<file path="src/rtl/trs_io_pkg.sv">
`default_nettype none

package trs_io_pkg;

  // data, address and command bytes on both buses
  typedef logic [7:0] byte_t;
  // dip switches, read back inverted by get_config
  typedef logic [3:0] conf_t;
  // red, green, blue
  typedef logic [2:0] led_t;

  typedef enum logic [7:0] {
    get_cookie       = 8'd0,
    dbus_write       = 8'd4,
    data_ready       = 8'd5,
    get_version      = 8'd15,
    set_led          = 8'd26,
    get_config       = 8'd27,
    set_spi_ctrl_reg = 8'd29,
    set_spi_data     = 8'd30,
    get_spi_data     = 8'd31,
    set_vprinter_en  = 8'd33
  } cmd_t;

  // select code shown to the ESP during a request
  typedef enum logic [3:0] {
    esp_trs_io_in  = 4'd0,
    esp_trs_io_out = 4'd1,
    esp_frehd_in   = 4'd2,
    esp_frehd_out  = 4'd3,
    esp_printer_rd = 4'd4,
    esp_printer_wr = 4'd5,
    esp_none       = 4'd15
  } esp_code_t;

  typedef enum logic {
    idle,
    read_param
  } parser_state_t;

  localparam byte_t      COOKIE        = 8'hAF;
  localparam logic [2:0] VERSION_MAJOR = 3'd0;
  localparam logic [4:0] VERSION_MINOR = 5'd3;

  localparam byte_t      PORT_TRS_IO      = 8'h1F;
  localparam logic [3:0] PORT_FREHD_HI    = 4'hC;
  // F8h..FBh
  localparam logic [5:0] PORT_PRINTER_HI6 = 6'b111110;
  localparam byte_t      PORT_FLASH_CTRL  = 8'hFC;
  localparam byte_t      PORT_FLASH_DATA  = 8'hFD;

  localparam int ESP_REQ_CYCLES   = 50;
  localparam int ESP_REQ_W        = $clog2(ESP_REQ_CYCLES + 1);
  localparam int FLASH_BIT_CYCLES = 16;
  localparam int FLASH_PHASE_W    = $clog2(FLASH_BIT_CYCLES);
  localparam int SYNC_STAGES      = 2;

endpackage

`default_nettype wire
</file>
<file path="src/rtl/cmd_parser.sv">
`timescale 1ns/1ps
`default_nettype none

module cmd_parser (
  input  logic              clk,
  input  logic              cass_out_sel_n,
  input  trs_io_pkg::byte_t rx_byte,
  input  logic              rx_valid,
  output logic              cmd_fire,
  output trs_io_pkg::cmd_t  cmd,
  output trs_io_pkg::byte_t param,
  output logic              bad_cmd
);
  import trs_io_pkg::*;

  parser_state_t state;
  logic          known;
  logic          needs_param;

  // opcode classification
  always_comb begin
    known       = 1'b1;
    needs_param = 1'b0;
    case (rx_byte)
      get_cookie, get_version, get_config, get_spi_data, data_ready: begin
        needs_param = 1'b0;
      end
      dbus_write, set_led, set_spi_ctrl_reg, set_spi_data, set_vprinter_en: begin
        needs_param = 1'b1;
      end
      default: begin
        known = 1'b0;
      end
    endcase
  end

  always_ff @(posedge clk or negedge cass_out_sel_n) begin
    if (!cass_out_sel_n) begin
      state    <= idle;
      cmd_fire <= 1'b0;
      bad_cmd  <= 1'b0;
    end else begin
      cmd_fire <= 1'b0;
      bad_cmd  <= 1'b0;
      if (rx_valid) begin
        case (state)
          idle: begin
            if (!known) begin
              bad_cmd <= 1'b1;
            end else if (needs_param) begin
              state <= read_param;
            end else begin
              cmd_fire <= 1'b1;
            end
          end
          read_param: begin
            cmd_fire <= 1'b1;
            state    <= idle;
          end
          default: state <= idle;
        endcase
      end
    end
  end

  // opcode and parameter capture
  always_ff @(posedge clk) begin
    if (rx_valid && state == idle && known) begin
      cmd <= cmd_t'(rx_byte);
    end
    if (rx_valid && state == read_param) begin
      param <= rx_byte;
    end
  end

endmodule

`default_nettype wire

</file>
<file path="config.mk">
export PLATFORM = sky130hd
export DESIGN_NAME = cmd_parser
export DESIGN_NICKNAME = d
export VERILOG_FILES = /design/src/rtl/trs_io_pkg.sv /design/src/rtl/cmd_parser.sv
export SDC_FILE = /design/constraint.sdc
export NUM_CORES = 1
export LEC_CHECK = 0
export ABC_CLOCK_PERIOD_IN_PS = 2700
export BUFFER_PORTS_ARGS = -buffer_cell sky130_fd_sc_hd__buf_2
export CORE_MARGIN = 5
export CORE_UTILIZATION = 49
export CTS_CLUSTER_SIZE = 24
export DETAILED_ROUTE_END_ITERATION = 8
export PLACE_DENSITY_LB_ADDON = 0.3
export SETUP_SLACK_MARGIN = 0.4
export SLEW_MARGIN = 20
export SYNTH_ARGS = -nofsm -noshare
export SYNTH_HDL_FRONTEND = slang
export SYNTH_SLANG_ARGS = --single-unit
</file>
<file path="constraint.sdc">
create_clock -name clk -period 2.7 [get_ports clk]
set_input_delay 0 -clock clk [delete_from_list [all_inputs] [get_ports clk]]
set_output_delay 0 -clock clk [all_outputs]
set_load 0.01 [all_outputs]
</file>
==> flow_metrics.env <==
export IMPL_outcome="finished clean"
export IMPL_total_power_mw=0.520
export IMPL_register_area_um2=556
export IMPL_drt_wl_total_um=1830
export IMPL_multi_input_area_um2=184
export IMPL_worst_slew_pin_transition_ns=0.833
export IMPL_final_layout_size_suffix_gt1_frac=0.400
export IMPL_peakVddDrop_v=0.000346
export IMPL_synth_commonest_cells="16 x edfxtp_1, 3 x dfrtp_1, 3 x nand2_1, 3 x nand3_1"
export IMPL_die_h_um=48.9
export IMPL_met3_length_um=151
export IMPL_coreArea_mm2=0.00147
export IMPL_cts_resized_gates=0
export IMPL_crit_chain="dlygate4sd3_1 -> buf_2 -> nor4b_1 -> a32o_1 -> nand2_1 -> a21oi_1"
export IMPL_cts_tree="yes"
export IMPL_synthArstFlopShare=0.158
export IMPL_hold_class="in2async"
export IMPL_port_buffers=28
export IMPL_num_rows=14
export IMPL_die_x_um=48.9
export IMPL_finalCriticalPeriod_ns=2.18
export IMPL_cp_data_required_time_ns=2.64
export IMPL_synth_area_leader_cell="edfxtp_1"
export IMPL_slowest_stage="a21oi_1"
export IMPL_hpwlAfterDp_um=1220
export IMPL_synth_seq_cells=19
export IMPL_cp_startpoint="rx_byte[2]"
export IMPL_max_freq_mhz=458
export IMPL_num_vias=587
export IMPL_critPathMaxFanout=8
export IMPL_p_leak_nw=0.426
export IMPL_synth_cell_types=23
export IMPL_report_final_slew_viol_count=0
export IMPL_crit_arrival_ns=2.12
export IMPL_synth_cells=48
export IMPL_crit_type="in2reg"
export IMPL_clk_latency_ns=0.30
export IMPL_yosysTopAreaCellShare=0.646
export IMPL_pre_cts_slack_ns=0.873
export IMPL_netlist_area_um2=743
export IMPL_synth_ff_type="edfxtp_1"
export IMPL_r2r_end="cmd[6]"
export IMPL_dr_first_iter_drc_count=22
export IMPL_place_gp_congestion=0.851
export IMPL_startpoint_type="input port"
export IMPL_wl_per_cell_um=17.3
export IMPL_synth_area_leaders="edfxtp_1 65%, dfrtp_1 10%, nand3_1 2.0%"
export IMPL_synth_edf_count=16
export IMPL_cts_buffers=3
export IMPL_grt_pass1_vias=560
export IMPL_fin_ws_ns=0.516
export IMPL_worstReg2RegStart="state"
export IMPL_fin_crit_sh=0.809
export IMPL_tns_ns=0
export IMPL_drt_first_pass_iters=4
export IMPL_die_area_mm2=0.00240
export IMPL_critPathCaptureType="register"
export IMPL_reg2reg_depth=2
export IMPL_io_pins=29
export IMPL_cts_htree_levels=1
export IMPL_slowest_delay_ns=0.67
export IMPL_ant_nets=0
export IMPL_synth_avg_cell_area_um2=15.5
export IMPL_grt_use_total=0.164
export IMPL_power_density_mw_per_mm2=505
export IMPL_grt_max_degree=11
export IMPL_cts_sinks=19
export IMPL_hold_viol=0
export IMPL_start_util=0.505
export IMPL_area_growth_pct=38.6
export IMPL_clk_pin_slew_ns=0.10
export IMPL_rsz0062_at_grt="false"
export IMPL_drt_met1_wl_um=668
export IMPL_ys_seq_area_frac=0.747
export IMPL_setup_violations=0
export IMPL_drcViolationCount=0
export IMPL_ys_warn_count=0
export IMPL_cap_violations=0
export IMPL_dr_wl_met2_um=971
export IMPL_finClkSkew_ns=0.00912
export IMPL_fin_area_mm2=0.00103
export IMPL_fillCellCount=108
export IMPL_placed_cell_area_um2=903
export IMPL_overflow=0
export IMPL_insertedDiodeCount=0
export IMPL_viasPerCell=5.54
export IMPL_cts_buffer_depth=2
export IMPL_cts_setup_buffers=0
export IMPL_slew_headroom=0.445
export IMPL_final_nets=102
export IMPL_topRoutingLayerUsed="met4"
export IMPL_grt_pass1_wl_um=2930
export IMPL_cts_root_buffer="clkbuf_4"
export IMPL_ff2ff_setup_slack_ns=1.10
export IMPL_synth_nets=59
export IMPL_antenna_found_initial=0
export IMPL_yosys_cell_count_top_type="edfxtp_1"
==> worst max-delay path, delay by kind of cell <==
kind	cells	cell delay, ns
buf+inv	2	0.69
compound gates	2	0.87
simple gates	2	0.56
==> logic make-up (layout without fill, tap and decap cells) <==
family,count (synthesis),after routing,share of synthesized area
and+or+nand+nor,20,20,0.162
DFF,19,19,0.747
AOI/OAI and AO/OA,8,8,0.0859
buffers and inverters,1,43,0.00505
==> placed cells by master, fill, tap and decap left out, types with 2 or more instances in the layout <==
master	count
buf_2	28
edfxtp_1	16
dlygate4sd3_1	10
nand2_1	3
nand3_1	3
dfrtp_1	3
clkbuf_4	3
and2_2	2
nand2b_1	2
nor2_1	2
nor3_1	2
==> state kept, by name (all words and copies together) (netlist names) <==
name,count
state,1
param,8
cmd_fire,1
cmd,8
bad_cmd,1
==> metrics by stage <==
| step | utilization | std cells | hold WS, ns |
|---|---|---|---|
| 6_report | 0.700 | 106 | 0.0143 |
| 5_1_grt | 0.700 | 106 | 0.0154 |
| 4_1_cts | 0.700 | 106 | 0.0132 |
| 3_5_place_dp | 0.614 | 92 | -0.200 |
| 3_3_place_gp | 0.614 | 92 | -0.205 |
| 2_1_floorplan | - | 48 | -0.296 |
==> worst max path at each step <==
stage	end	slack, ns	depth (start not counted)
2_1_floorplan	cmd[0]	1.28	3
3_3_place_gp	cmd[4]	0.99	5
3_5_place_dp	cmd[1]	0.87	5
4_1_cts	cmd[0]	0.63	6
5_1_grt	cmd[6]	0.40	6
6_report	cmd[6]	0.52	6
==> final cells by class <==
type                    count  share of cell area
clock buffers               4              0.0255
flip-flops and latches     19               0.539
well taps                  16              0.0194
multi-input cells          28               0.179
repair buffers             38               0.233
inverters                   1             0.00365
==> what timing repair did <==
| item | CTS | global route |
|---|---|---|
| endpoints found under the setup margin | 0 | 0 |
| endpoints found under the hold margin | 20 | 0 |
| hold buffers | 10 | 0 |
==> layer usage <==
metal | GRT usage | vias to the layer above
met5 | 0 | -
met4 | 0.0673 | 0
met3 | 0.0550 | 5
met2 | 0.285 | 31
met1 | 0.180 | 272
li1 | - | 279
==> report_power, final <==
part	total (mW)	internal, mW	leakage [nW]	switching (mW)
clock	0.146	0.0577	0.0150	0.0881
sequential	0.324	0.323	0.184	0.00146
combinational	0.0502	0.0243	0.228	0.0260
total	0.520	0.405	0.426	0.116
No activity file was read; power rests on OpenSTA's default activity.
