## config.mk

```make
export PLATFORM = sky130hd
export DESIGN_NAME = flash_spi_master
export DESIGN_NICKNAME = d
export VERILOG_FILES = /design/src/rtl/trs_io_pkg.sv /design/src/rtl/flash_spi_master.sv
export SDC_FILE = /design/constraint.sdc
export NUM_CORES = 1
export LEC_CHECK = 0
export BUFFER_PORTS_ARGS = -buffer_cell sky130_fd_sc_hd__buf_2
export CAP_MARGIN = 40
export CORE_ASPECT_RATIO = 0.7
export CORE_MARGIN = 5
export CORE_UTILIZATION = 43
export CTS_CLUSTER_SIZE = 24
export DETAILED_ROUTE_END_ITERATION = 8
export PLACE_DENSITY = 0.73
export SLEW_MARGIN = 20
export SYNTH_ARGS = -nofsm -noshare
export SYNTH_HDL_FRONTEND = slang
export SYNTH_SLANG_ARGS = --single-unit
export TNS_END_PERCENT = 50
```

## constraint.sdc

```tcl
create_clock -name clk -period 1.64 [get_ports clk]
set_input_delay 0.082 -clock clk [delete_from_list [all_inputs] [get_ports clk]]
set_output_delay 0.082 -clock clk [all_outputs]
set_load 0.01 [all_outputs]
```

## src/rtl/trs_io_pkg.sv

```systemverilog
`default_nettype none

package trs_io_pkg;

  // data, address and command bytes on both buses
  typedef logic [7:0] byte_t;
  // dip switches, read back inverted by get_config
  typedef logic [3:0] conf_t;
  // red, green, blue
  typedef logic [2:0] led_t;

  typedef enum logic [7:0] {
    get_cookie       = 8'd0,
    dbus_write       = 8'd4,
    data_ready       = 8'd5,
    get_version      = 8'd15,
    set_led          = 8'd26,
    get_config       = 8'd27,
    set_spi_ctrl_reg = 8'd29,
    set_spi_data     = 8'd30,
    get_spi_data     = 8'd31,
    set_vprinter_en  = 8'd33
  } cmd_t;

  // select code shown to the ESP during a request
  typedef enum logic [3:0] {
    esp_trs_io_in  = 4'd0,
    esp_trs_io_out = 4'd1,
    esp_frehd_in   = 4'd2,
    esp_frehd_out  = 4'd3,
    esp_printer_rd = 4'd4,
    esp_printer_wr = 4'd5,
    esp_none       = 4'd15
  } esp_code_t;

  typedef enum logic {
    idle,
    read_param
  } parser_state_t;

  localparam byte_t      COOKIE        = 8'hAF;
  localparam logic [2:0] VERSION_MAJOR = 3'd0;
  localparam logic [4:0] VERSION_MINOR = 5'd3;

  localparam byte_t      PORT_TRS_IO      = 8'h1F;
  localparam logic [3:0] PORT_FREHD_HI    = 4'hC;
  // F8h..FBh
  localparam logic [5:0] PORT_PRINTER_HI6 = 6'b111110;
  localparam byte_t      PORT_FLASH_CTRL  = 8'hFC;
  localparam byte_t      PORT_FLASH_DATA  = 8'hFD;

  localparam int ESP_REQ_CYCLES   = 50;
  localparam int ESP_REQ_W        = $clog2(ESP_REQ_CYCLES + 1);
  localparam int FLASH_BIT_CYCLES = 16;
  localparam int FLASH_PHASE_W    = $clog2(FLASH_BIT_CYCLES);
  localparam int SYNC_STAGES      = 2;

endpackage

`default_nettype wire
```

## src/rtl/flash_spi_master.sv

```systemverilog
`timescale 1ns/1ps
`default_nettype none

module flash_spi_master (
  input  logic              clk,
  input  logic              cass_out_sel_n,
  input  logic              cmd_ctrl_we,
  input  logic              cmd_data_we,
  input  trs_io_pkg::byte_t param,
  input  logic              z80_ctrl_we,
  input  logic              z80_data_we,
  input  trs_io_pkg::byte_t z80_wdata,
  input  logic              flash_so,
  output logic              flash_cs_n,
  output logic              flash_sck,
  output logic              flash_si,
  output trs_io_pkg::byte_t flash_rdata
);
  import trs_io_pkg::*;

  // bit 7 selects the flash
  byte_t                        ctrl_reg;
  byte_t                        shift_reg;
  logic                         busy;
  // upper three bits count the bit, the rest the phase within it
  logic [FLASH_PHASE_W+2:0]     cnt;
  logic [FLASH_PHASE_W-1:0]     phase;
  logic                         start;

  assign phase = cnt[FLASH_PHASE_W-1:0];
  assign start = !busy && (z80_data_we || cmd_data_we);

  always_ff @(posedge clk or negedge cass_out_sel_n) begin
    if (!cass_out_sel_n) begin
      ctrl_reg <= '0;
      busy     <= 1'b0;
      cnt      <= '0;
      flash_si <= 1'b0;
    end else begin
      if (z80_ctrl_we) begin
        ctrl_reg <= z80_wdata;
      end else if (cmd_ctrl_we) begin
        ctrl_reg <= param;
      end
      if (start) begin
        busy <= 1'b1;
        cnt  <= '0;
      end else if (busy) begin
        cnt <= cnt + 1'b1;
        if (phase == '0) begin
          flash_si <= shift_reg[7];
        end
        if (&cnt) begin
          busy <= 1'b0;
        end
      end
    end
  end

  always_ff @(posedge clk) begin
    if (start) begin
      shift_reg <= z80_data_we ? z80_wdata : param;
    end else if (busy && phase == FLASH_PHASE_W'(FLASH_BIT_CYCLES / 2)) begin
      shift_reg <= {shift_reg[6:0], flash_so};
    end
  end

  assign flash_cs_n  = ~ctrl_reg[7];
  assign flash_sck   = busy & cnt[FLASH_PHASE_W-1];
  assign flash_rdata = shift_reg;

endmodule

`default_nettype wire

```

==> metrics.md <==
| Metric | Value |
|---|---|
| Vias post-DR | 807 |
| Commonest cells in the netlist | nand2_1 (16), dfrtp_1 (10), mux2i_1 (9), o21ai_0 (9), edfxtp_1 (8) |
| 1st-iter DRT viols | 21 |
| Vias/cell | 4.98 |
| Clock buffer depth | 2 |
| CTS tree | yes |
| Seq/Total Area, Yosys | 51.3% |
| Filler Cells Inserted | approximately 210 |
| Synthesis warning total | 0 |
| Yosys top cell by area | dfrtp_1 |
| Library cells used by synthesis | 25 |
| Max reg flops | 8 |
| CORE AREA | 2140 µm² |
| Fmax | 712 MHz |
| Psw | 0.000600 W |
| Tcrit/Tclk final | 85.7% |
| RSZ-0062 raised after global routing | no |
| Die Area | 3280 µm² |
| H-tree depth | 1 |
| Internal power | between 0.001 and 0.0015 W |
| Placed Cells | 157 |
| DP Wirelength | 1630 µm |
| Leak | ~0.57 nW |
| Simple-gate share of the synthesized area | 17.8% |
| Antenna violations before repair | 0 |
| Synthesized cell area | 956 µm² |
| Cts repair resizes | 0 |
| Clock Root Buffer | clkbuf_4 |
| Antenna viol nets, final | 0 |
| Die X | 66.4 µm |
| CP max-delay cell | or4b_1 |
| PortBufs | 33 |
| Count leader, synth | nand2_1 |
| Status | finished clean |
| Drt drc | 0 |
| Crit start category | register |
| Worst vdd ir | between 400 and 500 µV |
| Routed WL | 2060 µm |
| Area contributors post-synth | dfrtp_1 (26%), edfxtp_1 (25%), mux2i_1 (9.4%) |
| Nets | 156 |
| Grt peak-use layer | met2 |
| Compound-Gate Fraction of Synth Area | 10.9% |
| GR met3 Demand/Resource | under 10% |
| Gr ovfl total | 0 |
| Sequential share of power | between 40% and 50% |
| Crit path launch | cnt[0] |
| Pwr/cell area | 1340 nW/µm² |
| WL/cell | 12.7 µm |
| Ant diodes | 0 |
| Site Rows | 14 |
| XOR/XNOR Fraction of Synth Area | 0.916% |
| Kind of critical path | register to register |
| Worst Clk Skew | between 0.007 and 0.008 ns |
| Sw frac | 36.9% |
| Minimum clock period | 1.40 ns |
| Vias in the first global route | 793 |
| Worst-Margin Slew | 0.559 ns |
| Initial cell density of the core | 44.7% |
| CP cell instances | ha_1 -> nand2_1 -> or4b_1 -> nand3_1 |
| Max_cap viols | 0 |
| Met2 usage | ~22% |
| Post-synthesis mux area share | 11.8% |
| Cell Count, Final, Fillers Out | 162 |
| Largest net degree at the start of global routing | 18 |
| Gate power share | 38.7% |
| First-pass GRT wire length | between 3000 and 4000 µm |
| GRT Total Usage | 14.3% |
| Synth Flop Type | dfrtp_1 |
| #FFs+latches synth | 18 |
| CTS Hold Bufs | 1 |
| CP peak stage delay | 0.50 ns |
| Fin. Hold Viols | 0 |
| RePlAce Congestion | around 0.78 |
| Finish-stage setup viols | 0 |
| 1st-pass router iterations | 4 |
| Post-synth EDFFs | 8 |
| Worst Hold Class | input port to register |
| Worst reg2reg setup slack | approximately 0.24 ns |
| Worst Hold Depth | 2 |
| Die Y-Extent | between 40 and 50 µm |
| End of the critical path | cnt[6] |
| CP Data Required Time | 1.87 ns |
| Adder-Cell Fraction of Synth Area | around 2.6% |
| Clock Sink Count | 18 |
| Pins Over Slew Limit | 0 |
| Post-Synthesis Cells | 94 |
| Postcts setup bufs | 0 |
| Setup TNS | 0 ns |
| CTS Buf Count | 3 |
| Area Growth Syn to Fin | 26.6% |
| Top Ports | 34 |
| Crit. End Element | register |
| Post-Syn Nets | around 120 |
| Post-synthesis area per instance | 10.2 µm² |
| FF-to-FF End | cnt[6] |
| CTS clock-pin slew for the worst setup and hold paths | about 0.10 ns |
| Worst Path Arrival | 1.63 ns |
| Clock latency on the worst-skew pair | 0.29 ns |
| R2R cell count | 4 |
| Main combinational cell family by area after synthesis | simple AND/OR/NAND/NOR gates |
| R2r startpoint | cnt[0] |
| Crit path max fanout | 5 |
| M1 GR Usage | 19.1% |
| Post-synth top area share | 26.2% |
| Ys async rst share | approximately 56% |
| Share of cells above drive strength 1 | between 30% and 40% |
| Worst rel slew slack | 62.6% |
| Clk pwr share | 13.5% |
-- metal layers --
metal | part of all wire [%] | wire (µm) | up-vias
met4 | 1.0 | 21 | 0
met1 | 46 | 941 | 374
li1 | - | - | 409
met5 | 0 | 0 | -
met2 | 49 | 1000 | 20
met3 | 4.6 | 94 | 4
-- worst max-delay path: cells and delay by family (launching register included) --
family / cells / cell delay, ns
DFF: 1 / 0.43
adders and majority gates: 1 / 0.25
and+or+nand+nor: 3 / 0.67
-- logic make-up after synthesis --
logic type	Yosys count
compound gates	19
xor+xnor	1
fa+ha+maj	2
buf+inv	10
flops	18
mux	11
simple gates	33
-- area by class of cell --
cell class                      count  area, µm²  area share [%]
Tap cell                           32       40.0            3.31
Clock buffer                        3       22.5            1.86
Multi-Input combinational cell     66        420            34.7
Sequential cell                    18        490            40.5
Clock inverter                      1       3.75           0.310
Inverter                            4       15.0            1.24
Timing Repair Buffer               38        218            18.0
-- worst min-delay path by stage --
stage	startpoint	to	slack, ns
finish	z80_ctrl_we	ctrl_reg[7]	0.01
global route	z80_ctrl_we	ctrl_reg[7]	0.02
CTS	z80_ctrl_we	ctrl_reg[7]	0.003
detailed placement	cass_out_sel_n	cnt[2]	-0.04
global placement	cass_out_sel_n	cnt[2]	-0.04
floorplan	cass_out_sel_n	busy	-0.21
-- metrics by stage --
step | power [W] | setup WS (ns) | cell area, µm² | hold WS (ns) | util (%)
floorplan | 0.00119 | 0.159 | 956 | -0.214 | -
global placement | 0.00139 | 0.297 | 1170 | -0.0443 | 54.9
detailed placement | 0.00142 | 0.257 | 1170 | -0.0420 | 54.9
CTS | 0.00164 | 0.232 | 1210 | 0.00267 | 56.6
global route | 0.00178 | 0.122 | 1210 | 0.0199 | 56.6
finish | 0.00163 | 0.235 | 1210 | 0.0113 | 56.6
-- cells in the final DEF, fill, tap and decap left out, types with 3 or more instances in the layout --
| cell | synthesis | final |
|---|---|---|
| o21ai_0 | 9 | 8 |
| mux2i_1 | 9 | 9 |
| dfrtp_1 | 10 | 10 |
| o21ai_1 | 6 | 7 |
| nand3_1 | 6 | 6 |
| edfxtp_1 | 8 | 8 |
| clkbuf_4 | 0 | 3 |
| buf_2 | 6 | 33 |
| buf_4 | 0 | 3 |
| inv_1 | 4 | 4 |
| nand2_1 | 16 | 16 |
-- power by group through the flow --
stage	Clock, W	Sequential (W)	Combinational [W]
floorplan	0	0.000766	0.000428
global placement	0	0.000776	0.000609
detailed placement	0	0.000782	0.000634
CTS	0.000231	0.000776	0.000636
global route	0.000256	0.000804	0.000724
finish	0.000219	0.000777	0.000629
(Power assumes the default switching activity.)
