===== src/rtl/trs_io_pkg.sv =====
`default_nettype none

package trs_io_pkg;

  // data, address and command bytes on both buses
  typedef logic [7:0] byte_t;
  // dip switches, read back inverted by get_config
  typedef logic [3:0] conf_t;
  // red, green, blue
  typedef logic [2:0] led_t;

  typedef enum logic [7:0] {
    get_cookie       = 8'd0,
    dbus_write       = 8'd4,
    data_ready       = 8'd5,
    get_version      = 8'd15,
    set_led          = 8'd26,
    get_config       = 8'd27,
    set_spi_ctrl_reg = 8'd29,
    set_spi_data     = 8'd30,
    get_spi_data     = 8'd31,
    set_vprinter_en  = 8'd33
  } cmd_t;

  // select code shown to the ESP during a request
  typedef enum logic [3:0] {
    esp_trs_io_in  = 4'd0,
    esp_trs_io_out = 4'd1,
    esp_frehd_in   = 4'd2,
    esp_frehd_out  = 4'd3,
    esp_printer_rd = 4'd4,
    esp_printer_wr = 4'd5,
    esp_none       = 4'd15
  } esp_code_t;

  typedef enum logic {
    idle,
    read_param
  } parser_state_t;

  localparam byte_t      COOKIE        = 8'hAF;
  localparam logic [2:0] VERSION_MAJOR = 3'd0;
  localparam logic [4:0] VERSION_MINOR = 5'd3;

  localparam byte_t      PORT_TRS_IO      = 8'h1F;
  localparam logic [3:0] PORT_FREHD_HI    = 4'hC;
  // F8h..FBh
  localparam logic [5:0] PORT_PRINTER_HI6 = 6'b111110;
  localparam byte_t      PORT_FLASH_CTRL  = 8'hFC;
  localparam byte_t      PORT_FLASH_DATA  = 8'hFD;

  localparam int ESP_REQ_CYCLES   = 50;
  localparam int ESP_REQ_W        = $clog2(ESP_REQ_CYCLES + 1);
  localparam int FLASH_BIT_CYCLES = 16;
  localparam int FLASH_PHASE_W    = $clog2(FLASH_BIT_CYCLES);
  localparam int SYNC_STAGES      = 2;

endpackage

`default_nettype wire

===== src/rtl/z80_io_decoder.sv =====
`timescale 1ns/1ps
`default_nettype none

module z80_io_decoder #(
  parameter int SYNC_STAGES = trs_io_pkg::SYNC_STAGES
) (
  input  logic                  clk,
  input  logic                  cass_out_sel_n,
  input  trs_io_pkg::byte_t     io_addr,
  input  trs_io_pkg::byte_t     io_wdata,
  input  logic                  io_in_n,
  input  logic                  io_out_n,
  input  trs_io_pkg::conf_t     conf,
  input  logic                  vprinter_en,
  input  trs_io_pkg::byte_t     esp_data,
  input  logic                  data_ready_set,
  input  logic                  esp_done,
  input  trs_io_pkg::byte_t     flash_rdata,
  output trs_io_pkg::byte_t     io_rdata,
  output logic                  wait_n,
  output logic                  int_n,
  output logic                  esp_req,
  output trs_io_pkg::esp_code_t esp_s,
  output logic                  z80_ctrl_we,
  output logic                  z80_data_we,
  output trs_io_pkg::byte_t     z80_wdata
);
  import trs_io_pkg::*;

  logic [SYNC_STAGES:0] in_q;
  logic [SYNC_STAGES:0] out_q;
  logic [SYNC_STAGES:0] done_q;
  logic                 in_fall;
  logic                 out_fall;
  logic                 done_rise;
  logic                 access_start;
  logic                 trs_sel;
  logic                 frehd_sel;
  logic                 prn_sel;
  logic                 esp_sel;
  logic                 esp_rd;
  logic [ESP_REQ_W-1:0] req_cnt;
  logic                 wait_q;
  logic                 int_q;

  always_ff @(posedge clk or negedge cass_out_sel_n) begin
    if (!cass_out_sel_n) begin
      in_q   <= '1;
      out_q  <= '1;
      done_q <= '0;
    end else begin
      in_q   <= (SYNC_STAGES+1)'({in_q, io_in_n});
      out_q  <= (SYNC_STAGES+1)'({out_q, io_out_n});
      done_q <= (SYNC_STAGES+1)'({done_q, esp_done});
    end
  end

  assign in_fall      = ~in_q[SYNC_STAGES-1] & in_q[SYNC_STAGES];
  assign out_fall     = ~out_q[SYNC_STAGES-1] & out_q[SYNC_STAGES];
  assign done_rise    = done_q[SYNC_STAGES-1] & ~done_q[SYNC_STAGES];
  assign access_start = in_fall | out_fall;

  // trs-io and FreHD only with conf[3] set
  assign trs_sel   = conf[3] && (io_addr == PORT_TRS_IO);
  assign frehd_sel = conf[3] && (io_addr[7:4] == PORT_FREHD_HI);
  assign prn_sel   = vprinter_en && (io_addr[7:2] == PORT_PRINTER_HI6);

  always_comb begin
    esp_s = esp_none;
    if (!io_in_n) begin
      if (trs_sel)        esp_s = esp_trs_io_in;
      else if (frehd_sel) esp_s = esp_frehd_in;
      else if (prn_sel)   esp_s = esp_printer_rd;
    end else if (!io_out_n) begin
      if (trs_sel)        esp_s = esp_trs_io_out;
      else if (frehd_sel) esp_s = esp_frehd_out;
      else if (prn_sel)   esp_s = esp_printer_wr;
    end
  end

  assign esp_sel = (esp_s != esp_none);
  assign esp_rd  = (esp_s == esp_trs_io_in) || (esp_s == esp_frehd_in) ||
                   (esp_s == esp_printer_rd);

  always_ff @(posedge clk or negedge cass_out_sel_n) begin
    if (!cass_out_sel_n) begin
      req_cnt <= '0;
      wait_q  <= 1'b0;
      int_q   <= 1'b0;
    end else begin
      if (access_start && esp_sel) begin
        req_cnt <= ESP_REQ_W'(ESP_REQ_CYCLES);
        wait_q  <= 1'b1;
      end else begin
        if (req_cnt != '0) begin
          req_cnt <= req_cnt - 1'b1;
        end
        // Z80 resumes once the ESP signals completion
        if (done_rise) begin
          wait_q <= 1'b0;
        end
      end
      if (access_start && trs_sel) begin
        int_q <= 1'b0;
      end else if (data_ready_set) begin
        int_q <= 1'b1;
      end
    end
  end

  assign esp_req = (req_cnt != '0);
  assign wait_n  = ~wait_q;
  assign int_n   = ~int_q;

  assign z80_ctrl_we = out_fall && (io_addr == PORT_FLASH_CTRL);
  assign z80_data_we = out_fall && (io_addr == PORT_FLASH_DATA);
  assign z80_wdata   = io_wdata;

  always_comb begin
    if (esp_rd) begin
      io_rdata = esp_data;
    end else if (!io_in_n && io_addr == PORT_FLASH_DATA) begin
      io_rdata = flash_rdata;
    end else begin
      io_rdata = 8'hFF;
    end
  end

endmodule

`default_nettype wire


===== config.mk =====
export PLATFORM = sky130hd
export DESIGN_NAME = z80_io_decoder
export DESIGN_NICKNAME = d
export VERILOG_FILES = /design/src/rtl/trs_io_pkg.sv /design/src/rtl/z80_io_decoder.sv
export SDC_FILE = /design/constraint.sdc
export NUM_CORES = 1
export LEC_CHECK = 0
export ABC_CLOCK_PERIOD_IN_PS = 1300
export BUFFER_PORTS_ARGS = -buffer_cell sky130_fd_sc_hd__clkbuf_2
export CORE_MARGIN = 2
export CORE_UTILIZATION = 38
export CTS_BUF_LIST = sky130_fd_sc_hd__clkbuf_4 sky130_fd_sc_hd__clkbuf_8
export CTS_CLUSTER_SIZE = 8
export DETAILED_ROUTE_END_ITERATION = 8
export PLACE_DENSITY = 0.83
export SLEW_MARGIN = 20
export SYNTH_ARGS = -nofsm -noshare
export SYNTH_HDL_FRONTEND = slang
export SYNTH_SLANG_ARGS = --single-unit

===== constraint.sdc =====
create_clock -name clk -period 1.3 [get_ports clk]
set_input_delay 0.065 -clock clk [delete_from_list [all_inputs] [get_ports clk]]
set_output_delay 0.065 -clock clk [all_outputs]
set_load 0.02 [all_outputs]

==> impl_metrics.json <==
{
  "r2r_slack_ns": -0.15,
  "gr-usage-met2_pct": 43.09,
  "routed_wl_um": 3144,
  "hpwlAfterDp_um": 1883,
  "fp.dieH_um": 54.09,
  "cts_root_buffer": "clkbuf_4",
  "grt_pass1_vias": 1010,
  "min_period_over_period_pct": 119.8,
  "grt_first_pass_wirelength_um": 4636,
  "drv_slew": 0,
  "die_area_mm2": 0.002926,
  "clkLatencyLatePin_ns": 0.29,
  "hold_viol": 0,
  "worstHoldPathType": "input port to register",
  "numPortBuffers": 48,
  "max-cap-violations": 0,
  "multi_input_area_um2": 570.5,
  "async_flop_share_pct": 100.0,
  "io_pins": 68,
  "coreArea_mm2": 0.002432,
  "grtUsageMet1_pct": 21.88,
  "route.detailed.drc": 0,
  "power_mw": 1.836,
  "nFillCells": 182,
  "ys_top_cells_by_count": "dfrtp_1, buf_4, inv_1, o22a_1, dfstp_2",
  "fin_area_mm2": 0.001569,
  "nets": 191,
  "final_cells": 176,
  "use_met3_pct": 7.500,
  "power.leakage_nw": 0.7027,
  "end_kind": "output port",
  "setup_tns_ns": -0.9386,
  "vias_per_cell": 5.364,
  "syn_inst": 87,
  "fmax_mhz": 642.3,
  "cts_max_level": 1,
  "hold_depth": 3,
  "cts.sinks": 17,
  "worst_hold_slack_ns": 0.02674,
  "holdCritStartpoint": "data_ready_set",
  "layout-drive-gt1-share_pct": 64.38,
  "violations": "setup timing",
  "busiest_layer": "met2",
  "skew_ns": 0.003773,
  "final_antenna_net_count": 0,
  "yosysTopAreaCellShare_pct": 28.87,
  "yosys_register_bits": 17,
  "syn_to_final_growth_pct": 64.57,
  "path_buf_inv": 2,
  "start_util_pct": 39.20,
  "place_congestion": 0.7918,
  "syn_avg_cell_area_um2": 10.96,
  "power.density_mw_per_mm2": 1170,
  "status": "complete, but fails checks",
  "fp-row-count": 18,
  "grt.total_usage_pct": 23.66,
  "path_class": "register to output port",
  "regArea_um2": 432.9,
  "synthDominantAreaCellType": "dfrtp_1",
  "min_to": "int_q",
  "path_clk_slew_ns": 0.10,
  "post_drt_wl_per_cell_um": 17.86,
  "antennaDiodeCount": 0,
  "tightest_slew_ns": 0.4175,
  "slew_headroom_pct": 72.16,
  "slowest_delay_ns": 0.55,
  "utilization_pct": 64.51,
  "cts_tree": "done",
  "cts_buffer_depth": 2,
  "rsz0062_at_grt": "true",
  "synth_ff_type": "dfrtp_1",
  "reg2reg_to": "req_cnt[3]",
  "dp_worst_setup_slack_ns": -0.1867,
  "reg2reg_depth": 4,
  "antenna_found_initial": 0,
  "synth-edff-count": 0,
  "drt-initial-drc-count": 17,
  "cp_cell_sequence": "nand2b_4 -> buf_6 -> nor4_4 -> buf_4",
  "ys_warn_count": 0,
  "crit_family": "flip-flops",
  "critPathArrivalTime_ns": 1.49,
  "ir_drop_uv": 837.5,
  "timing.rr.start": "req_cnt[1]",
  "synth_cell_types": 34,
  "crit_required_ns": 1.24,
  "startpoint_type": "register",
  "die_w_um": 54.09,
  "worst-path-max-fanout": 2,
  "drtPass1Iterations": 4,
  "grt_max_degree": 18,
  "cp_slowest_cell": "dfstp_2",
  "gr-total-overflow": 0,
  "setup_violations": 8,
  "synth-seq-area-share_pct": 45.41,
  "setup_ws_ns": -0.2568,
  "placedInstanceArea_mm2": 0.001227,
  "syn-num-nets": 131,
  "syn_area_um2": 953.4,
  "num_vias": 944,
  "synthMostInstantiatedCell": "dfrtp_1",
  "dpl.cell_count": 163,
  "yosys-top-cells-area": "dfrtp_1, dfstp_2, o22a_1",
  "numCtsBuffers": 3,
  "post-route-min-period_ns": 1.557
}
how the worst max path moves through the flow:
stage	from	end	slack (ns)	depth (start not counted)
detailed placement	req_cnt[0]	req_cnt[2]	-0.19	6
finish	out_q[2]	z80_ctrl_we	-0.26	4
CTS	req_cnt[1]	esp_req	-0.24	6
global placement	req_cnt[0]	req_cnt[2]	-0.08	6
global route	out_q[2]	z80_ctrl_we	-0.30	4
floorplan	req_cnt[0]	req_cnt[3]	-0.01	6
worst min-delay path, cell delays in order:
cell and delay (ns):
clkbuf_2 0.08, nor2_1 0.08, a21oi_1 0.05
sequential cells by signal, summed over array words and instances (netlist names):
signal	flops
done_q	3
int_q	1
req_cnt	6
in_q	3
wait_q	1
out_q	3
power breakdown:
group | leakage (nW) | total (mW) | internal [mW] | switching (mW)
registers | 0.193 | 0.774 | 0.649 | 0.126
clock network | 0.0184 | 0.303 | 0.140 | 0.163
logic | 0.492 | 0.759 | 0.421 | 0.338
routing by layer:
metal,part of all wire (%),up-vias
li1,-,425
met1,30,439
met2,54,64
met3,9.2,16
met4,6.8,0
met5,0,-
cells in the final DEF, fill, tap and decap left out, drive strengths merged:
| master | count |
|---|---|
| nand3b | 1 |
| xnor2 | 1 |
| dfrtp | 11 |
| nor2b | 1 |
| nand4 | 1 |
| dlygate4sd3 | 4 |
| nand2b | 4 |
| o31ai | 2 |
| and2 | 2 |
| a21boi | 1 |
| nor3 | 4 |
| or4 | 2 |
| nand2 | 5 |
| a21oi | 1 |
| o21ai | 6 |
| dfstp | 6 |
| clkbuf | 40 |
| nand4bb | 1 |
| o211ai | 2 |
| or3 | 2 |
| o311ai | 1 |
| nand3 | 3 |
| o22a | 8 |
| nor4 | 3 |
| inv | 8 |
| nor2 | 1 |
| ha | 1 |
| buf | 24 |
kinds of logic (layout without fill, tap and decap cells):
family / Yosys count / after routing / synth area share, %
AOI/OAI and AO/OA: 21 / 21 / 19.16
DFF: 17 / 17 / 45.41
adders and majority gates: 1 / 1 / 1.312
xor gates and xnor gates: 1 / 1 / 0.9188
buffers and inverters: 17 / 76 / 10.63
and+or+nand+nor: 30 / 30 / 22.57
repair_timing:
| item | CTS | global route |
|---|---|---|
| hold buffers | 4 | 0 |
| setup buffers | 6 | 1 |
| resized for setup | 25 | 33 |
| pin swaps | 12 | 7 |
| hold endpoints to repair | 14 | 0 |
| gates cloned | 0 | 0 |
| setup endpoints to repair | 18 | 20 |
cell type report:
cell class / instances / share of cell area, %
Clock buffer: 4 / 1.914
Timing Repair Buffer: 64 / 29.82
Tap cell: 30 / 2.392
Inverter: 8 / 1.914
Sequential cell: 17 / 27.59
Multi-Input combinational cell: 53 / 36.36
No activity file was read; power rests on OpenSTA's default activity.
