**src/rtl/trs_io_pkg.sv**
```systemverilog
`default_nettype none

package trs_io_pkg;

  // data, address and command bytes on both buses
  typedef logic [7:0] byte_t;
  // dip switches, read back inverted by get_config
  typedef logic [3:0] conf_t;
  // red, green, blue
  typedef logic [2:0] led_t;

  typedef enum logic [7:0] {
    get_cookie       = 8'd0,
    dbus_write       = 8'd4,
    data_ready       = 8'd5,
    get_version      = 8'd15,
    set_led          = 8'd26,
    get_config       = 8'd27,
    set_spi_ctrl_reg = 8'd29,
    set_spi_data     = 8'd30,
    get_spi_data     = 8'd31,
    set_vprinter_en  = 8'd33
  } cmd_t;

  // select code shown to the ESP during a request
  typedef enum logic [3:0] {
    esp_trs_io_in  = 4'd0,
    esp_trs_io_out = 4'd1,
    esp_frehd_in   = 4'd2,
    esp_frehd_out  = 4'd3,
    esp_printer_rd = 4'd4,
    esp_printer_wr = 4'd5,
    esp_none       = 4'd15
  } esp_code_t;

  typedef enum logic {
    idle,
    read_param
  } parser_state_t;

  localparam byte_t      COOKIE        = 8'hAF;
  localparam logic [2:0] VERSION_MAJOR = 3'd0;
  localparam logic [4:0] VERSION_MINOR = 5'd3;

  localparam byte_t      PORT_TRS_IO      = 8'h1F;
  localparam logic [3:0] PORT_FREHD_HI    = 4'hC;
  // F8h..FBh
  localparam logic [5:0] PORT_PRINTER_HI6 = 6'b111110;
  localparam byte_t      PORT_FLASH_CTRL  = 8'hFC;
  localparam byte_t      PORT_FLASH_DATA  = 8'hFD;

  localparam int ESP_REQ_CYCLES   = 50;
  localparam int ESP_REQ_W        = $clog2(ESP_REQ_CYCLES + 1);
  localparam int FLASH_BIT_CYCLES = 16;
  localparam int FLASH_PHASE_W    = $clog2(FLASH_BIT_CYCLES);
  localparam int SYNC_STAGES      = 2;

endpackage

`default_nettype wire
```
**src/rtl/cmd_regs.sv**
```systemverilog
`timescale 1ns/1ps
`default_nettype none

module cmd_regs (
  input  logic              clk,
  input  logic              cass_out_sel_n,
  input  logic              cmd_fire,
  input  trs_io_pkg::cmd_t  cmd,
  input  trs_io_pkg::byte_t param,
  input  logic              bad_cmd,
  input  trs_io_pkg::conf_t conf,
  input  trs_io_pkg::byte_t flash_rdata,
  output trs_io_pkg::byte_t resp_byte,
  output trs_io_pkg::led_t  led_rgb,
  output logic              err_led,
  output logic              vprinter_en,
  output trs_io_pkg::byte_t esp_data,
  output logic              data_ready_set,
  output logic              cmd_ctrl_we,
  output logic              cmd_data_we
);
  import trs_io_pkg::*;

  always_ff @(posedge clk or negedge cass_out_sel_n) begin
    if (!cass_out_sel_n) begin
      resp_byte   <= '0;
      led_rgb     <= '0;
      err_led     <= 1'b0;
      vprinter_en <= 1'b1;
    end else begin
      // error stays lit until the next reset
      if (bad_cmd) begin
        err_led <= 1'b1;
      end
      if (cmd_fire) begin
        case (cmd)
          get_cookie:      resp_byte <= COOKIE;
          get_version:     resp_byte <= {VERSION_MAJOR, VERSION_MINOR};
          get_config:      resp_byte <= {4'h0, ~conf};
          get_spi_data:    resp_byte <= flash_rdata;
          set_led:         led_rgb <= param[2:0];
          set_vprinter_en: vprinter_en <= param[0];
          default: ;
        endcase
      end
    end
  end

  // byte the Z80 reads back from the ESP ports
  always_ff @(posedge clk) begin
    if (cmd_fire && cmd == dbus_write) begin
      esp_data <= param;
    end
  end

  assign data_ready_set = cmd_fire && (cmd == data_ready);
  assign cmd_ctrl_we    = cmd_fire && (cmd == set_spi_ctrl_reg);
  assign cmd_data_we    = cmd_fire && (cmd == set_spi_data);

endmodule

`default_nettype wire

```
**config.mk**
```make
export PLATFORM = sky130hd
export DESIGN_NAME = cmd_regs
export DESIGN_NICKNAME = d
export VERILOG_FILES = /design/src/rtl/trs_io_pkg.sv /design/src/rtl/cmd_regs.sv
export SDC_FILE = /design/constraint.sdc
export NUM_CORES = 1
export LEC_CHECK = 0
export BUFFER_PORTS_ARGS = -buffer_cell sky130_fd_sc_hd__buf_2
export CAP_MARGIN = 20
export CORE_MARGIN = 3
export CORE_UTILIZATION = 40
export DETAILED_ROUTE_END_ITERATION = 8
export PLACE_DENSITY = 0.74
export SETUP_SLACK_MARGIN = 0.05
export SLEW_MARGIN = 20
export SYNTH_ARGS = -nofsm -noshare
export SYNTH_HDL_FRONTEND = slang
export SYNTH_SLANG_ARGS = --single-unit
```
**constraint.sdc**
```tcl
create_clock -name clk -period 1.23 [get_ports clk]
set_input_delay 0.123 -clock clk [delete_from_list [all_inputs] [get_ports clk]]
set_output_delay 0.123 -clock clk [all_outputs]
set_load 0.005 [all_outputs]
```
==> results of run 1 <==
stage by stage:
stage                     TNS, ps  utilization (%)  std cells  worst slack [ps]  hold WS, ps
final                       -9.22             73.9        195             -9.22         70.5
after floorplan             -2320                -         82              -324         -173
after global placement      -4230             63.0        178              -348         24.3
after CTS                       0             69.6        192              14.6         6.86
after global routing        -19.0             73.9        195             -10.9         76.5
after detailed placement    -4870             63.0        178              -392         34.6
worst max path at each step:
stage | slack [ps] | start | endpoint
after CTS | 10 | cmd[3] | vprinter_en
after global routing | -10 | cmd[5] | data_ready_set
final | -9 | cmd[3] | vprinter_en
after floorplan | -320 | cmd[2] | vprinter_en
after detailed placement | -390 | cmd[4] | vprinter_en
after global placement | -350 | cmd[4] | vprinter_en
what timing repair did:
action | CTS | global route
hold endpoints to repair | 20 | 2
buffers inserted | 2 | 1
hold buffers | 8 | 2
endpoints found under the setup margin | 7 | 21
resized for setup | 4 | 19
pin swaps | 6 | 8
cells by family after synthesis:
logic type | after synthesis | synth area share [%]
mux | 8 | 8.94
simple gates | 34 | 19.5
flops | 21 | 59.5
compound gates | 12 | 8.54
buf+inv | 7 | 3.55
cell usage after synthesis (all sizes together), types with 2 or more instances:
cell    instances
mux2i           4
dfrtp          12
nand3           6
edfxtp          8
mux2            4
a21oi           6
a41oi           2
nand2b          2
nor4b           2
inv             4
nand2           3
nor3            4
clkbuf          2
o22ai           2
nor2           10
registers in the layout (all words and copies together) (netlist names):
name / flops
resp_byte: 8
err_led: 1
led_rgb: 3
esp_data: 8
vprinter_en: 1
final cells by class:
type                       instances  area [um2]
clock buffer                       3        22.5
clock inverter                     1        5.00
fill                             179         583
inverter                           4        15.0
multi-input combinational         54         423
sequential                        21         567
tap                               28        35.0
timing repair buffer              84         583
metal layers:
metal | vias up | GRT usage, %
met2 | 49 | 32.7
met4 | 0 | 6.64
li1 | 475 | -
met3 | 4 | 5.45
met5 | - | 0
met1 | 460 | 21.2
power breakdown:
part | total (uW) | internal (uW) | switching (uW)
logic | 315 | 177 | 138
clock network | 341 | 121 | 220
registers | 811 | 782 | 29.0
total | 1470 | 1080 | 387
==> reports/results.tsv, run 1 <==
metric	value	unit
outcome	complete, but fails checks	
violations	negative setup slack	
cp.depth	5	
synth_area	952	um2
die_w	54.8	um
reg2reg_from	err_led	
wl_met1	1090	um
clock_sinks	21	
drcViolationCount	0	
ios	56	
port_buffers	55	
cp_top_family	simple AND/OR/NAND/NOR gates	
die_h	54.8	um
reg2reg_slack	450	ps
synth_cells	82	
rsz0062_at_grt	true	
setup_slack	-9.22	ps
p_leak	0.000794	uW
power	1470	uW
synth_edf_count	8	
start_kind	input port	
min_path_cells	3	
fin_area	1650	um2
placed_area	1410	um2
path_cells	buf_6 -> or3_4 -> or4_1 -> nor2_2 -> mux2_1	
fmax	0.807	GHz
crit_type	input port to flip-flop	
max_stage_delay	450	ps
critPathMaxFanout	2	
cts_tree	done	
slew_headroom	75.9	%
diodes	0	
post_synth_num_cell_types	27	
layout_common_cells	buf_2, buf_4, dfrtp_1	
cpMaxStageDelayCell	or4_1	
drt-initial-drc-count	11	
p_per_area	889	nW/um2
top_layer_used	met4	
track_usage	18.6	%
yosysWarnings	0	
antenna_found_initial	0	
final_common_cell	buf_2	
cts_buffer_depth	2	
final_nets	200	
synthesis.nets	114	
cp_data_arrival_time	1480	ps
setup_violations	1	
ant_nets	0	
path_clk_slew	120	ps
hpwl	2040	um
min_from	flash_rdata[7]	
clk_latency	300	ps
routed_wirelength	2850	um
cts_buffers	3	
overflow	0	
place_congestion	0.738	
period_needed	1240	ps
async_flop_share	61.9	%
avgSynthCellArea	11.6	um2
cts_htree_levels	1	
finalCritPeriodShare	101	%
routed_via_density	5.07	
synth_top_area_share	31.5	%
cts_root_buf	clkbuf_4	
rr_worst_depth	1	
finalHoldViolations	0	
die_area	3000	um2
peakVddDrop	0.000561	V
ys.flop_type	dfrtp_1	
core	2230	um2
areaGrowthSynthToFinish	73.3	%
vias	988	
netlist_top_cells_area	dfrtp_1, edfxtp_1, mux2i_1, nor2_1, mux2_2	
drtPass1Iterations	3	
synth_area_leader_cell	dfrtp_1	
crit_buf_inv	1	
hold_path.class	input port to flip-flop	
routedWlPerCell	14.6	um
skew	0	ps
layout-drive-gt1-share	55.7	%
grt_pass1_wl	3950	um
drv_cap	0	
row_count	17	
grt_max_degree	15	
initial_core_util	42.6	%
r2r_end	err_led	
tightest_slew	362	ps
required	1470	ps
grt_pass1_vias	928	
synth-seq-area-share	59.5	%
endpoint_kind	flip-flop	
wl_met3	282	um
drv_slew	0	
ys_ff_latch	21	
wl_met2	1450	um
min_delay_worst_endpoint	resp_byte[7]	
Note: power is estimated with default switching activity, not from simulation.
==> run 2: changes to the inputs <==
--- a/config.mk
+++ b/config.mk
@@ -11,6 +11,7 @@
 export CORE_UTILIZATION = 40
 export DETAILED_ROUTE_END_ITERATION = 8
 export PLACE_DENSITY = 0.74
+export RECOVER_POWER = 50
 export SETUP_SLACK_MARGIN = 0.05
 export SLEW_MARGIN = 20
 export SYNTH_ARGS = -nofsm -noshare
==> reports/results.tsv, run 2 (same netlist as run 1, synthesis figures left out) <==
metric	value	unit	change
outcome	complete, but fails checks		
violations	negative setup slack		
start_kind	input port		
cp_data_arrival_time	1480	ps	about the same
finalHoldViolations	0		unchanged
areaGrowthSynthToFinish	72.0	%	
drcViolationCount	0		unchanged
min_from	flash_rdata[7]		
drt-initial-drc-count	11		unchanged
p_per_area	894	nW/um2	+0.60%
port_buffers	55		unchanged
row_count	17		unchanged
pre_cts_slack	-392	ps	unchanged
peakVddDrop	0.000547	V	-2.4%
cts_buffers	3		unchanged
grt-busiest-layer	met2		
power	1460	uW	-0.16%
overflow	0		unchanged
top_regs	esp_data x8, resp_byte x8, led_rgb x3		
path_clk_slew	120	ps	about the same
drtPass1Iterations	3		unchanged
place_congestion	0.738		unchanged
period_needed	1240	ps	-0.851 ps
drv_cap	0		unchanged
cts_htree_levels	1		unchanged
die_h	54.8	um	unchanged
finalCritPeriodShare	101	%	about the same
post-route-util	73.3	%	-0.56 points
required	1470	ps	about the same
initial_core_util	42.6	%	unchanged
tightest_slew	748	ps	+386 ps
die_area	3000	um2	unchanged
dp.cells	178		unchanged
hpwl	2040	um	unchanged
core	2230	um2	unchanged
track_usage	18.6	%	unchanged
clock_sinks	21		unchanged
reg2reg_slack	450	ps	about the same
crit_type	input port to flip-flop		
grt_use_met3	5.45	%	unchanged
fin_area	1640	um2	-0.76%
cts_buffer_depth	2		unchanged
grt_max_degree	15		unchanged
grt_pass1_wl	3950	um	unchanged
vias	989		+0.10%
routed_wirelength	2840	um	-0.21%
layout-drive-gt1-share	49.7	%	-6.0 points
fmax	0.808	GHz	about the same
cts_root_buf	clkbuf_4		
placed_area	1410	um2	unchanged
stdcell_count	195		unchanged
critPathMaxFanout	2		unchanged
drv_slew	0		unchanged
met1_usage	21.2	%	unchanged
routedWlPerCell	14.6	um	-0.21%
use_met2	32.7	%	unchanged
ios	56		unchanged
skew	0	ps	unchanged
diodes	0		unchanged
p_leak	0.000764	uW	-3.8%
endpoint_kind	flip-flop		
grt_pass1_vias	928		unchanged
setup_violations	1		unchanged
ant_nets	0		unchanged
cts_tree	done		
setup_slack	-8.37	ps	+0.851 ps
layout_common_cells	buf_2, buf_4, dfrtp_1		
slew_headroom	50.2	%	-26 points
critPathLaunch	cmd[3]		
antenna_found_initial	0		unchanged
reg2reg_from	err_led		
hold_path.class	input port to flip-flop		
routed_via_density	5.07		+0.10%
final_nets	200		unchanged
die_w	54.8	um	unchanged
clk_latency	300	ps	about the same
final_common_cell	buf_2		
rsz0062_at_grt	true		
run 2: cell count changes in the layout (fill, tap and decap cells not counted):
cell / change
buf_2: -10
clkbuf_1: +10
run 2: stage by stage:
| step | hold WS, ps | TNS, ps |
|---|---|---|
| floorplan | -173 | -2320 |
| global placement | 24.3 | -4230 |
| detailed placement | 34.6 | -4870 |
| CTS | 6.86 | 0 |
| global route | 76.5 | -19.0 |
| finish | 70.1 | -8.37 |
run 2: worst paths after layout:
check                                    end  depth (start not counted)
worst min register to register       err_led                          1
worst max-delay path             vprinter_en                          5
min in group asynchronous       resp_byte[5]                          2
worst max register to register       err_led                          1
max in group asynchronous         led_rgb[0]                          2
worst min-delay path            resp_byte[7]                          3
run 2: layout make-up:
class | count | area, um2
Timing Repair Buffer | 84 | 571
Clock buffer | 3 | 22.5
Multi-Input combinational cell | 54 | 423
Tap cell | 28 | 35.0
Sequential cell | 21 | 567
Fill cell | 183 | 596
Clock inverter | 1 | 5.00
Inverter | 4 | 15.0
run 2: critical path: stages:
cell	delay [ps]
buf_6	90
or3_4	380
or4_1	450
nor2_2	120
mux2_1	320
run 2: power by group:
group,internal [uW],switching [uW]
logic,174,138
registers,782,29.3
clock network,121,221
total,1080,388
run 2: repair_timing:
item                                   4_1_cts  5_1_grt
setup endpoints to repair                    7       21
endpoints found under the hold margin       20        2
buffers inserted                             2        1
pin swaps                                    6        8
hold buffers                                 8        2
gates resized for setup                      4       19
run 2: routing by layer:
layer | up-vias | wire length (um)
met5 | - | 0
met1 | 461 | 1080
met4 | 0 | 23
met2 | 49 | 1450
li1 | 475 | -
met3 | 4 | 288
==> run 3: changes to the inputs <==
--- a/config.mk
+++ b/config.mk
@@ -10,7 +10,7 @@
 export CORE_MARGIN = 3
 export CORE_UTILIZATION = 40
 export DETAILED_ROUTE_END_ITERATION = 8
-export PLACE_DENSITY = 0.74
+export PLACE_DENSITY_LB_ADDON = 0.3
 export RECOVER_POWER = 50
 export SETUP_SLACK_MARGIN = 0.05
 export SLEW_MARGIN = 20
==> reports/results.tsv, run 3 (same netlist as run 1, synthesis figures left out) <==
metric	value	unit	change
areaGrowthSynthToFinish	72.0	%	unchanged
place_congestion	0.755		+2.2%
row_count	17		unchanged
drt-initial-drc-count	9		-2
port_buffers	55		unchanged
core	2230	um2	unchanged
crit_type	input port to output pin		
die_h	54.8	um	unchanged
tightest_slew	670	ps	-77.8 ps
setup_slack	-26.9	ps	-18.6 ps
power_frac_comb	21.4	%	about the same
switching_share	25.5	%	-0.97 points
clock_sinks	21		unchanged
setup_violations	7		+6
overflow	0		unchanged
p_leak	0.000771	uW	+0.98%
slew_headroom	55.3	%	+5.2 points
rsz0062_at_grt	true		
drv_cap	0		unchanged
reg2reg_slack	450	ps	about the same
p_int	1080	uW	+0.32%
finalHoldViolations	0		unchanged
pre_cts_slack	-399	ps	-6.73 ps
critPathLaunch	cmd[5]		
cts_buffers	3		unchanged
vias	976		-1.3%
min_path_cells	1		-2
critPathMaxFanout	3		+1
reg2reg_from	err_led		
final_nets	200		unchanged
fmax	0.796	GHz	-1.5%
n_fill_cell	169		-7.7%
p_switching	370	uW	-4.6%
layout_common_cells	buf_2, buf_4, dfrtp_1		
min_delay_worst_endpoint	esp_data[0]		
die_w	54.8	um	unchanged
clk_latency	300	ps	about the same
rr_worst_depth	1		unchanged
ant_nets	0		unchanged
cts_htree_levels	1		unchanged
period_needed	1260	ps	+18.6 ps
routedWlPerCell	13.6	um	-6.7%
cp_data_arrival_time	1130	ps	-350 ps
routed_via_density	5.01		-1.3%
cts_buffer_depth	2		unchanged
p_per_area	886	nW/um2	-0.98%
routed_wirelength	2650	um	-6.7%
layout-drive-gt1-share	53.3	%	+3.6 points
path_clk_slew	110	ps	about the same
diodes	0		unchanged
initial_core_util	42.6	%	unchanged
hold_path.class	input port to flip-flop		
track_usage	19.1	%	+0.43 points
required	1110	ps	-360 ps
die_area	3000	um2	unchanged
grt_pass1_wl	4020	um	+1.7%
grt_pass1_vias	937		+0.97%
drtPass1Iterations	4		+1
skew	0	ps	unchanged
cts_root_buf	clkbuf_4		
grt_max_degree	15		unchanged
min_from	param[0]		
start_kind	input port		
cts_tree	done		
r2r_end	err_led		
peakVddDrop	0.000588	V	+7.3%
drv_slew	0		unchanged
outcome	complete, but fails checks		
fin_hold_ws	59.6	ps	-10.4 ps
clkPwrFrac	22.7	%	-0.7 points
antenna_found_initial	0		unchanged
final_common_cell	buf_2		
ios	56		unchanged
endpoint_kind	output pin		
finalCritPeriodShare	102	%	+1.5 points
top_regs	esp_data x8, resp_byte x8, led_rgb x3		
violations	negative setup slack		
pwr-share-seq	55.9	%	+0.5 points
hpwl	1930	um	-5.6%
drcViolationCount	0		unchanged
==> run 3: worst max-delay path by stage <==
stage / end / cells past startpoint
3_3_place_gp: vprinter_en / 5
2_1_floorplan: vprinter_en / 5
4_1_cts: vprinter_en / 5
6_report: cmd_data_we / 6
5_1_grt: data_ready_set / 7
3_5_place_dp: vprinter_en / 5
==> run 3: repair_timing <==
action,in CTS,in global routing
setup buffers,3,0
hold buffers,9,0
resized for setup,14,7
pin swaps,7,3
endpoints found under the setup margin,15,21
hold endpoints to repair,21,0
==> run 3: area by class of cell <==
cell class / count / area, um2 / share of cell area [%]
clock buffer: 3 / 22.5 / 1.38
clock inverter: 1 / 5.00 / 0.306
multi-input combinational: 54 / 422 / 25.7
inverter: 4 / 15.0 / 0.917
tap: 28 / 35.0 / 2.14
timing repair buffer: 84 / 572 / 34.9
sequential: 21 / 567 / 34.6
==> run 3: power groups by stage <==
stage          sequential [uW]  combinational (uW)  clock, uW
2_1_floorplan              829                91.4          0
3_3_place_gp               822                 255          0
3_5_place_dp               822                 265          0
4_1_cts                    810                 306        337
5_1_grt                    818                 350        375
6_report                   811                 310        330
==> run 3: layer usage <==
| layer | global-route usage, % | up-vias | share of wire [%] |
|---|---|---|---|
| li1 | - | 473 | - |
| met1 | 22.8 | 458 | 40 |
| met2 | 32.5 | 41 | 52 |
| met3 | 4.09 | 4 | 6.3 |
| met4 | 8.30 | 0 | 1.6 |
| met5 | 0 | - | 0 |
==> run 3: worst max-delay path, stage by stage <==
cell and delay, ps:
buf_2 130, nor4b_2 340, buf_4 170, nand4_1 120, nor2_1 130, buf_2 120
==> run 3: through the flow <==
step	instances	instance area (um2)	util [%]	total power, uW	TNS [ps]
after floorplan	82	987	-	920	-2320
after global placement	179	1420	63.4	1080	-5710
after detailed placement	179	1420	63.4	1090	-6150
after CTS	195	1610	72.2	1450	0
after global routing	195	1640	73.3	1540	-556
final	195	1640	73.3	1450	-82.6
